[src/design/gvp_vec_pkg.sv]
`default_nettype none

package gvp_vec_pkg;

    //////////////////////////////
    // accumulator arithmetic
    //////////////////////////////

    localparam int VEC_OV_BITS = 2;                      // headroom above 32 bits
    localparam int ACC_W       = 32 + VEC_OV_BITS;      // no saturation inside the loop

    // clamp limits, symmetric
    localparam logic signed [ACC_W-1:0] SAT_MAX = 34'sd2147483647;
    localparam logic signed [ACC_W-1:0] SAT_MIN = -34'sd2147483647;

    //////////////////////////////
    // store codes
    //////////////////////////////

    localparam logic [1:0] STORE_NONE   = 2'd0;          // step without a record
    localparam logic [1:0] STORE_DATA   = 2'd1;          // data point
    localparam logic [1:0] STORE_HEADER = 2'd2;          // section start
    localparam logic [1:0] STORE_END    = 2'd3;          // program done

    localparam logic [31:0] END_OPTIONS = 32'hffff_ffff; // options on the end record

endpackage

`default_nettype wire

[src/design/gvp_output_stage.sv]
`timescale 1ns/1ps
`default_nettype none

module gvp_output_stage
    import gvp_vec_pkg::*;
(
    input  wire                     a_clk,
    input  wire                     reset_flg,
    input  wire                     step_valid,
    input  wire signed [ACC_W-1:0]  acc_x,
    input  wire signed [ACC_W-1:0]  acc_y,
    input  wire signed [ACC_W-1:0]  acc_z,
    input  wire signed [ACC_W-1:0]  acc_u,
    input  wire [31:0]              step_options,
    input  wire [31:0]              step_index,
    input  wire [1:0]               step_store,
    input  wire                     sample_ready,
    output logic                    step_ready,
    output logic                    sample_valid,
    output logic [31:0]             sample_x,
    output logic [31:0]             sample_y,
    output logic [31:0]             sample_z,
    output logic [31:0]             sample_u,
    output logic [31:0]             sample_options,
    output logic [31:0]             sample_index,
    output logic [1:0]              sample_store
);

    logic take;  // step carries a record and the slot is free

    // clamp to the symmetric 32-bit range
    function automatic logic [31:0] sat32(input logic signed [ACC_W-1:0] v);
        if (v > SAT_MAX)
            return SAT_MAX[31:0];
        else if (v < SAT_MIN)
            return SAT_MIN[31:0];
        return v[31:0];
    endfunction

    assign step_ready = ~sample_valid | sample_ready;  // empty or draining
    assign take       = step_valid & step_ready & (step_store != STORE_NONE);

    //////////////////////////////
    // one-record holding register
    //////////////////////////////

    always_ff @(posedge a_clk)
    begin
        if (reset_flg)
            sample_valid <= 1'b0;
        else if (step_valid && step_ready)
            sample_valid <= (step_store != STORE_NONE);  // silent steps just drain
        else if (sample_ready)
            sample_valid <= 1'b0;
    end

    always_ff @(posedge a_clk)
    begin
        if (take)
        begin
            sample_x       <= sat32(acc_x);
            sample_y       <= sat32(acc_y);
            sample_z       <= sat32(acc_z);
            sample_u       <= sat32(acc_u);
            sample_options <= step_options;
            sample_index   <= step_index;
            sample_store   <= step_store;
        end
    end

endmodule

`default_nettype wire

[config.mk]
export PLATFORM = sky130hd
export DESIGN_NAME = gvp_output_stage
export DESIGN_NICKNAME = d
export VERILOG_FILES = /design/src/design/gvp_vec_pkg.sv /design/src/design/gvp_output_stage.sv
export SDC_FILE = /design/constraint.sdc
export NUM_CORES = 1
export LEC_CHECK = 0
export ABC_AREA = 1
export BUFFER_PORTS_ARGS = -buffer_cell sky130_fd_sc_hd__buf_2
export CAP_MARGIN = 15
export CORE_AREA = 2 2 154 156
export DETAILED_ROUTE_END_ITERATION = 8
export DIE_AREA = 0 0 156 158
export PLACE_DENSITY_LB_ADDON = 0.15
export SYNTH_ARGS = -nofsm -noshare
export SYNTH_HDL_FRONTEND = slang
export SYNTH_SLANG_ARGS = --single-unit
export TNS_END_PERCENT = 50
[constraint.sdc]
create_clock -name a_clk -period 11.4 [get_ports a_clk]
set_input_delay 1.14 -clock a_clk [delete_from_list [all_inputs] [get_ports a_clk]]
set_output_delay 1.14 -clock a_clk [all_outputs]
set_load 0.1 [all_outputs]
======== After elaboration in Yosys (flattened, before gate mapping) ========
Index checks and enable logic that the tools add are counted.
operators by class
  reduce and logical (&&, ||, !) cells .... 3
  magnitude comparators ................... 8
  bitwise logic cells ..................... 4
  mux-type cells .......................... 26
operator list
  cell                  count
  $mux 32               12
  $gt 34x32->1 const B  4
  $lt 34x32->1 const B  4
  $mux 1                14
  $reduce_bool 2->1     2
  $and 1x1->1           2
  $logic_and 1x1->1     1
  $not 1->1             1
  $or 1x1->1            1
storage, ports and cells
  flip-flop bits (word level) ............. 195
  output and inout bits ................... 196
  input bits .............................. 206

======== Longest topological paths before layout ========
Gate-level depths: netlist of run 1.
  word-level depth ........................ 6
  depth in mapped cells ................... 9
  gate-level depth less buffers ........... 8

======== Least setup slack after synthesis of run 1 ========
OpenSTA, ideal clock, no wires.
  kind .................................... in2reg
  from .................................... in step_store[1]
  to ...................................... reg sample_index[0] (enable)
  path buffers ............................ 0
  library setup time ...................... 751 ps
  stages on the path ...................... 2
  arrival time ............................ 9293 ps
  setup slack ............................. 1356 ps
  required time ........................... 10649 ps
  cell sequence ........................... o21ai_0 nor2_1
between the ends
  word-level cells in the longest chain between the ends .. 2
ends and longest elaborated chain
  element                 line                    source
  start: declaration      gvp_output_stage.sv:16  input wire [1:0] step_store,
  $reduce_bool 2->1       gvp_output_stage.sv:41  assign take = step_valid & step_ready & (step_store != STORE_NONE);
  $and 1x1->1             gvp_output_stage.sv:41
  named net take          gvp_output_stage.sv:29  logic take;
  end signal: assignment  gvp_output_stage.sv:66  sample_index <= step_index;
  end: declaration        gvp_output_stage.sv:25  output logic [31:0] sample_index,
The timed path passes the listed nets, and every way through them passes these cells.
A chain may end at the register's enable or synchronous reset.

======== Final worst setup path of run 1 ========
  from .................................... in step_store[1]
  to ...................................... reg sample_u[26] (enable)
between the ends
  word-level cells in the longest chain between the ends .. 2
ends and longest elaborated chain
  element                 line                    source
  $reduce_bool 2->1       gvp_output_stage.sv:41
  $and 1x1->1             gvp_output_stage.sv:41
  named net take          gvp_output_stage.sv:29
  end signal: assignment  gvp_output_stage.sv:64  sample_u <= sat32(acc_u);
  end: declaration        gvp_output_stage.sv:23  output logic [31:0] sample_u,
The timed path passes the listed nets, and every way through them passes these cells.

==> impl_metrics.tcl, run 1 <==
set metrics [dict create \
    postCtsHoldBufs 0 \
    tightest_slew_ns 0.907 \
    power-per-cell-area_nw_per_um2 183 \
    holdPathStages 4 \
    cp_max_fo 64 \
    reg2reg_slack_ns 8.71 \
    clkTransAtPathRegs_ns 0.08 \
    num_vias 5711 \
    wl_um 21100 \
    drive_above_1_share 0.453 \
    setup_viol 0 \
    nets 1218 \
    yosys.area.top_type_share 0.768 \
    synth_area_leaders "edfxtp_1, nand2_1, nor2_1" \
    synth_async_sr_flop_share 0 \
    rows 56 \
    core-area_um2 23100 \
    synth-edff-count 194 \
    synth_largest_area_cell "edfxtp_1" \
    insertion_delay_ns 0.43 \
    dieArea_um2 24600 \
    synth_area_um2 7590 \
    rsz0062_at_grt "no" \
    cts_tree "built" \
    outcome "complete, no violations" \
    yosysUniqueCellTypes 14 \
    die_y_um 158 \
    viasPerCell 4.32 \
    r2r_end "sample_u[26]" \
    antenna_left 0 \
    drt_pass1_iterations 4 \
    hold_violations 0 \
    clockRootBuffer "clkbuf_16" \
    crit_path_frequent_cell "buf_4" \
    min_to "sample_valid" \
    relSlewSlack 0.396 \
    die_w_um 156 \
    yosysMostFrequentCell "nand2_1" \
    vdd_drop_max_v 0.0000827 \
    grt_max_degree 70 \
    clock.fmax_ghz 0.313 \
    clock_path_buffers 2 \
    crit_arrival_ns 3.24 \
    drc_errors 0 \
    path_class "in -> reg" \
    r2r_start "sample_valid" \
    gp_congestion 0.796 \
    ios 402 \
    ys_seq_area_frac 0.770 \
    post_cts_buffers 0 \
    path_buf_inv 3 \
    htree_levels 4 \
    grt_usage 0.166 \
    max_stage_delay_ns 0.75 \
    yosysWarnings 0 \
    wire_per_inst_um 16.0 \
    grt_pass1_wl_um 30300 \
    synthTopCellsByCount "nand2_1, edfxtp_1, nor2_1" \
    syn_inst 613 \
    cpLargestDelayFamily "buffers and inverters" \
    antenna_found_initial 10 \
    startpoint_type "input pin" \
    min-delay-start "sample_valid" \
    numClockSinks 195 \
    cts_resized 0 \
    cp_cell_sequence "buf_2, o21ai_0, nor2_4, buf_4, buf_4" \
    drv_cap 0 \
    hold_slack_ns 0.650 \
    fin_setup_tns_ns 0 \
    synth_nets 819 \
    final.period_utilization 0.280 \
    worst_ep_required_time_ns 11.45 \
    p_leak_uw 0.00470 \
    start_util 0.329 \
    placed_area_um2 9840 \
    ys.flop_type "edfxtp_1" \
    rr_worst_depth 5 \
    cp-end-kind "register" \
    slew_viol_final 0 \
    holdCritPathClass "reg -> reg" \
    grt_pass1_vias 5459 \
    fin_area_um2 10400 \
    grt-ovfl-total 0 \
    fin_worst_skew_ns 0.0159 \
    synth_seq_cells 195 \
    dpl.hpwl_um 16000 \
    portBuffers 401 \
    cts_buffers 17 \
    area_growth_pct 37.1 \
    syn_avg_cell_area_um2 12.4 \
    layout_min_cycle_time_ns 3.19 \
    slowest_stage "buf_4" \
    drtIter0Drc 303 \
]
flip-flops by register name, indices dropped and copies added (netlist names):
name            flops
sample_valid        1
sample_index       32
sample_u           32
sample_store        2
sample_x           32
sample_y           32
sample_z           32
sample_options     32
final cells by class:
type / instances / area [µm²]
antenna: 6 / 15.0
clock buffer: 18 / 429
clock inverter: 14 / 123
fill: 2181 / 12600
inverter: 10 / 37.5
multi-input combinational: 380 / 1530
sequential: 195 / 5850
tap: 290 / 363
timing repair buffer: 408 / 2060
metrics by stage:
step	power, µW	worst slack, ns	util	instances
6_report	1910	8.21	0.451	1321
3_5_place_dp	1360	7.72	0.427	1283
5_1_grt	1980	8.00	0.451	1317
2_1_floorplan	1270	1.36	-	613
3_3_place_gp	1360	7.74	0.427	1283
4_1_cts	1930	8.20	0.451	1315
cells in the final DEF (no fill, tap or decap), drive strengths merged:
master / instances
nand2: 288
edfxtp: 194
diode: 6
clkinv: 6
nor2: 78
buf: 408
o21ai: 5
a21oi: 1
o21bai: 4
clkbuf: 18
nand3b: 1
nand3: 3
inv: 16
dfxtp: 1
clkinvlp: 2
worst max-delay path by stage:
stage	from	to	slack [ns]	cells past startpoint
final	step_store[1]	sample_u[26]	8.21	5
after global routing	step_store[1]	sample_index[26]	8.00	5
after CTS	step_store[1]	sample_index[25]	8.20	5
after detailed placement	step_store[1]	sample_u[29]	7.72	5
after global placement	step_store[1]	sample_u[27]	7.74	5
after floorplan	step_store[1]	sample_index[0]	1.36	2
worst register-to-register path: cells and delay by family (launching register included):
kind / cells / cell delay (ns)
buffers and inverters: 3 / 1.39
AND/OR/NAND/NOR: 2 / 0.56
flip-flops: 1 / 0.32
logic make-up after synthesis:
kind of cell | synth area share
buffers and inverters | 0.0307
AOI/OAI and AO/OA | 0.00791
DFF | 0.770
and+or+nand+nor | 0.191
per-layer routing:
layer	vias up	wire length (µm)	GRT usage
met5	-	52	0
met4	8	456	0.0625
met3	35	2270	0.0772
met2	271	10600	0.289
met1	2556	7660	0.176
li1	2841	-	-
where the power goes:
group / internal (µW) / total [µW] / switching [µW]
logic: 72.7 / 481 / 409
clock network: 287 / 570 / 283
registers: 847 / 857 / 9.99
Power figures use the tool's default switching activity.
==> run 2, diff against run 1 <==
Settings changed: ABC_AREA 1 to 0, CORE_AREA 2 2 154 156 to 2 2 157 159, DIE_AREA 0 0 156 158 to 0 0 159 161.
Clock period 11.4 ns to 2.6 ns, I/O delays scaled along.
==> run 2 against run 1 <==
  * Final cell count increased by 28%
  * Sequential power rose to 4.4 times the previous value
  * Sequential share of layout area shrank 9.4 points
  * Non-clock buffer count increased by 67
  * Via count up 40%
  * Largest cell class unchanged
  * Largest power group unchanged
==> impl_metrics.tcl, run 2 <==
set metrics [dict create \
    clock.fmax_ghz 0.542 \
    ys.flop_type "edfxtp_1" \
    htree_levels 4 \
    nets 1550 \
    synthTopCellsByCount "nor2_1, edfxtp_1, a21oi_1, nand2_1, buf_2" \
    p_leak_uw 0.00525 \
    p_seq_frac 0.422 \
    drive_above_1_share 0.338 \
    ios 402 \
    hold_violations 0 \
    setup_viol 0 \
    fillCellCount 2234 \
    num_vias 7991 \
    synth_largest_area_cell "edfxtp_1" \
    cp-end-kind "register" \
    hold_slack_ns 0.0226 \
    cts_buffers 17 \
    power-per-cell-area_nw_per_um2 714 \
    clock_path_buffers 2 \
    dpl.hpwl_um 18200 \
    worst_ep_required_time_ns 2.71 \
    ys_seq_area_frac 0.648 \
    numClockSinks 195 \
    synth_seq_cells 195 \
    start_util 0.376 \
    drt_pass1_iterations 5 \
    final.period_utilization 0.710 \
    fin_worst_skew_ns 0.0107 \
    drtIter0Drc 663 \
    synth_nets 1129 \
    syn_avg_cell_area_um2 9.77 \
    grt_max_degree 64 \
    wl_um 26100 \
    synth-edff-count 194 \
    dp_worst_setup_slack_ns 0.817 \
    synth_area_leaders "edfxtp_1, nor2_1, a21oi_1" \
    portBuffers 401 \
    yosysUniqueCellTypes 21 \
    yosys.area.top_type_share 0.646 \
    grt_pass1_vias 7422 \
    path_class "in -> reg" \
    fin_setup_tns_ns 0 \
    tightest_slew_ns 1.06 \
    antenna_left 0 \
    core-area_um2 24000 \
    p_int_uw 5640 \
    startpoint_type "input pin" \
    holdCritPathClass "in -> reg" \
    layout_common_cells "buf_2, nor2_1, edfxtp_1, nand2_1, a21oi_1" \
    cp_max_fo 19 \
    synth_area_um2 9020 \
    clkTransAtPathRegs_ns 0.07 \
    yosysMostFrequentCell "nor2_1" \
    vdd_drop_max_v 0.000411 \
    die_y_um 161 \
    dieArea_um2 25600 \
    die_w_um 159 \
    area_growth_pct 38.6 \
    outcome "complete, no violations" \
    clockRootBuffer "clkbuf_16" \
    p_switching_uw 3290 \
    power.share.combinational 0.278 \
    cts_tree "built" \
    layout_min_cycle_time_ns 1.85 \
    rsz0062_at_grt "no" \
    clkPwrFrac 0.300 \
    placed_area_um2 11300 \
    relSlewSlack 0.290 \
    crit_arrival_ns 1.95 \
    yosysWarnings 0 \
    fin_area_um2 12500 \
    drc_errors 0 \
    viasPerCell 4.74 \
    grt_pass1_wl_um 40000 \
    final_common_cell "buf_2" \
    layout_setup_ws_ns 0.755 \
    gp_congestion 0.825 \
    synth_async_sr_flop_share 0 \
    syn_inst 923 \
    switching_share 0.368 \
    wire_per_inst_um 15.5 \
    antenna_found_initial 5 \
    grt-ovfl-total 0 \
    grt_usage 0.199 \
    rows 57 \
    drv_cap 0 \
    insertion_delay_ns 0.43 \
    slew_viol_final 0 \
]
run 2: changes by cell type after synthesis, sizes merged, moves of 8 or more:
cell	change
nor4	+28
nand2	-168
clkbuf	+12
a21oi	+119
nor2	+279
nand4	+8
buf	+33
inv	-9
run 2: layer usage:
metal / global-route usage / part of all wire / vias up / routed length [µm]
met5: 0 / 0.00042 / - / 11
met4: 0.0438 / 0.011 / 2 / 295
met3: 0.0639 / 0.082 / 21 / 2140
met2: 0.340 / 0.50 / 317 / 12900
met1: 0.248 / 0.41 / 3663 / 10700
li1: - / - / 3988 / -
run 2: final timing paths:
kind,startpoint,cells past startpoint,end,slack [ns]
max,step_store[0],5,sample_index[7],0.75
min,step_options[31],1,sample_options[31],0.02
max reg2reg,sample_valid,3,sample_index[7],0.98
min reg2reg,sample_valid,2,sample_valid,0.50
run 2: cell families after synthesis:
group / share of synthesized area
and+or+nand+nor: 0.241
DFF: 0.648
AOI/OAI and AO/OA: 0.0752
buffers and inverters: 0.0359
run 2: through the flow:
step | instances | utilization | total power, µW
global placement | 1585 | 0.470 | 6240
global route | 1683 | 0.522 | 9250
floorplan | 923 | - | 5740
CTS | 1679 | 0.521 | 9000
finish | 1685 | 0.522 | 8930
detailed placement | 1585 | 0.470 | 6260
run 2: power by group through the flow:
stage / clock, µW / combinational [µW] / sequential, µW
finish: 2680 / 2490 / 3770
global route: 2840 / 2620 / 3790
CTS: 2730 / 2500 / 3770
detailed placement: 0 / 2420 / 3840
global placement: 0 / 2400 / 3840
floorplan: 0 / 462 / 5280
run 2: final cells by class:
cell class / count / area, µm² / share of cell area
Tap cell: 324 / 405 / 0.0324
Inverter: 1 / 3.75 / 0.000300
Clock buffer: 20 / 437 / 0.0349
Sequential cell: 195 / 5850 / 0.468
Clock inverter: 12 / 148 / 0.0118
Multi-Input combinational cell: 654 / 2870 / 0.229
Timing Repair Buffer: 475 / 2790 / 0.223
Antenna cell: 4 / 10.0 / 0.000801
run 2: timing repair:
item	in CTS	in global routing
buffers inserted	0	0
gates resized for setup	0	0
hold buffers	62	2
hold endpoints to repair	62	2
run 2: critical path: stages:
cell and delay, ns:
dlygate4sd3_1 0.52, buf_2 0.11, o21ai_0 0.16, nor2b_4 0.51, buf_4 0.38
==> run 3, diff against run 2 <==
Settings changed: CORE_AREA 2 2 157 159 to 2 2 158 160, DIE_AREA 0 0 159 161 to 0 0 160 162.
Clock period 2.6 ns to 1.7 ns, I/O delays scaled along.
==> run 3 against run 2 <==
  * Total power rose by 52%
  * Sequential power rose by 53%
  * Combinational power up 55%
  * First-iteration DRC count decreased by 13%
==> impl_metrics.tcl, run 3 (synthesis gave the netlist of run 2 again) <==
set metrics [dict create \
    grt-ovfl-total 0 \
    path_class "in -> reg" \
    clock_path_buffers 2 \
    clkTransAtPathRegs_ns 0.07 \
    die_y_um 162 \
    drt_pass1_iterations 7 \
    fillCellCount 2242 \
    relSlewSlack 0.616 \
    cts_tree "built" \
    drv_cap 0 \
    rows 57 \
    slowest_stage "dlygate4sd3_1" \
    cp-end-kind "register" \
    ios 402 \
    cts_buffers 17 \
    gp_congestion 0.812 \
    layout_common_cells "buf_2, nor2_1, edfxtp_1, nand2_1, a21oi_1" \
    hold_slack_ns 0.0263 \
    clock.fmax_ghz 0.632 \
    outcome "complete, no violations" \
    antenna_left 0 \
    antenna_found_initial 0 \
    drive_above_1_share 0.345 \
    die_w_um 160 \
    holdCritPathClass "in -> reg" \
    path_buf_inv 3 \
    drtIter0Drc 576 \
    drc_errors 0 \
    fin_area_um2 12700 \
    diodes 0 \
    cpLargestDelayFamily "buffers and inverters" \
    final.period_utilization 0.930 \
    post_cts_buffers 0 \
    tightest_slew_ns 0.577 \
    start_util 0.374 \
    grt_max_degree 77 \
    cp_max_fo 76 \
    cp_cell_sequence "dlygate4sd3_1, buf_2, o21ai_0, nor2b_4, buf_12" \
    core-area_um2 24100 \
    hold_violations 0 \
    setup_viol 0 \
    vdd_drop_max_v 0.000541 \
    grt_pass1_wl_um 41000 \
    p_leak_uw 0.00536 \
    viasPerCell 4.79 \
    startpoint_type "input pin" \
    worst_ep_required_time_ns 1.78 \
    final_common_cell "buf_2" \
    max_stage_delay_ns 0.54 \
    dpl.hpwl_um 19600 \
    nets 1572 \
    wire_per_inst_um 15.8 \
    wl_um 27000 \
    grt_usage 0.202 \
    grt_pass1_vias 7544 \
    portBuffers 401 \
    dieArea_um2 25900 \
    slew_viol_final 0 \
    insertion_delay_ns 0.43 \
    layout_min_cycle_time_ns 1.58 \
    power-per-cell-area_nw_per_um2 1070 \
    htree_levels 4 \
    area_growth_pct 40.6 \
    fin_worst_skew_ns 0.00940 \
    clockRootBuffer "clkbuf_16" \
    num_vias 8165 \
    numClockSinks 195 \
    placed_area_um2 11400 \
    rsz0062_at_grt "no" \
    finalPower_uw 13600 \
    crit_arrival_ns 1.66 \
]
[run 3: final cells by class]
type | count | area [µm²] | area share
clock buffers | 20 | 437 | 0.0344
clock inverters | 12 | 123 | 0.00967
inverters | 1 | 3.75 | 0.000296
multi-input cells | 654 | 2870 | 0.226
flip-flops and latches | 195 | 5850 | 0.461
well taps | 324 | 405 | 0.0320
repair buffers | 497 | 3000 | 0.237
[run 3: per-layer routing]
metal	vias to the layer above	share of wire	track usage
li1	4028	-	-
met1	3779	0.41	0.250
met2	327	0.49	0.345
met3	31	0.086	0.0590
met4	0	0.017	0.0586
met5	-	0	0
[run 3: per-stage QoR]
stage               setup WS (ns)   util  cells  TNS (ns)
floorplan                   -2.49      -    923   -483.19
global placement            0.171  0.475   1603         0
detailed placement          0.173  0.475   1603         0
CTS                        0.0770  0.526   1703         0
global route               0.0797  0.526   1703         0
finish                      0.118  0.526   1703         0
[run 3: worst min-delay path, stage by stage]
cell,delay (ns)
buf_2,0.08
nand2b_4,0.12
a21oi_1,0.05
[run 3: worst paths after layout]
kind                 startpoint           endpoint  slack [ns]  cells after the start
setup / recovery  step_store[0]  sample_options[2]        0.12                      5
hold / removal     sample_ready       sample_valid        0.03                      3
setup reg to reg   sample_valid  sample_options[2]        0.28                      3
hold reg to reg    sample_valid       sample_valid        0.50                      2
[run 3: report_power, final]
part | leakage, µW | internal [µW] | switching (µW)
clock | 0.000267 | 2060 | 1890
sequential | 0.00186 | 5690 | 87.3
combinational | 0.00323 | 769 | 3090
[run 3: repair_timing]
item	CTS	global route
hold buffers	68	0
resized for setup	0	1
hold endpoints to repair	68	0
setup endpoints to repair	0	5
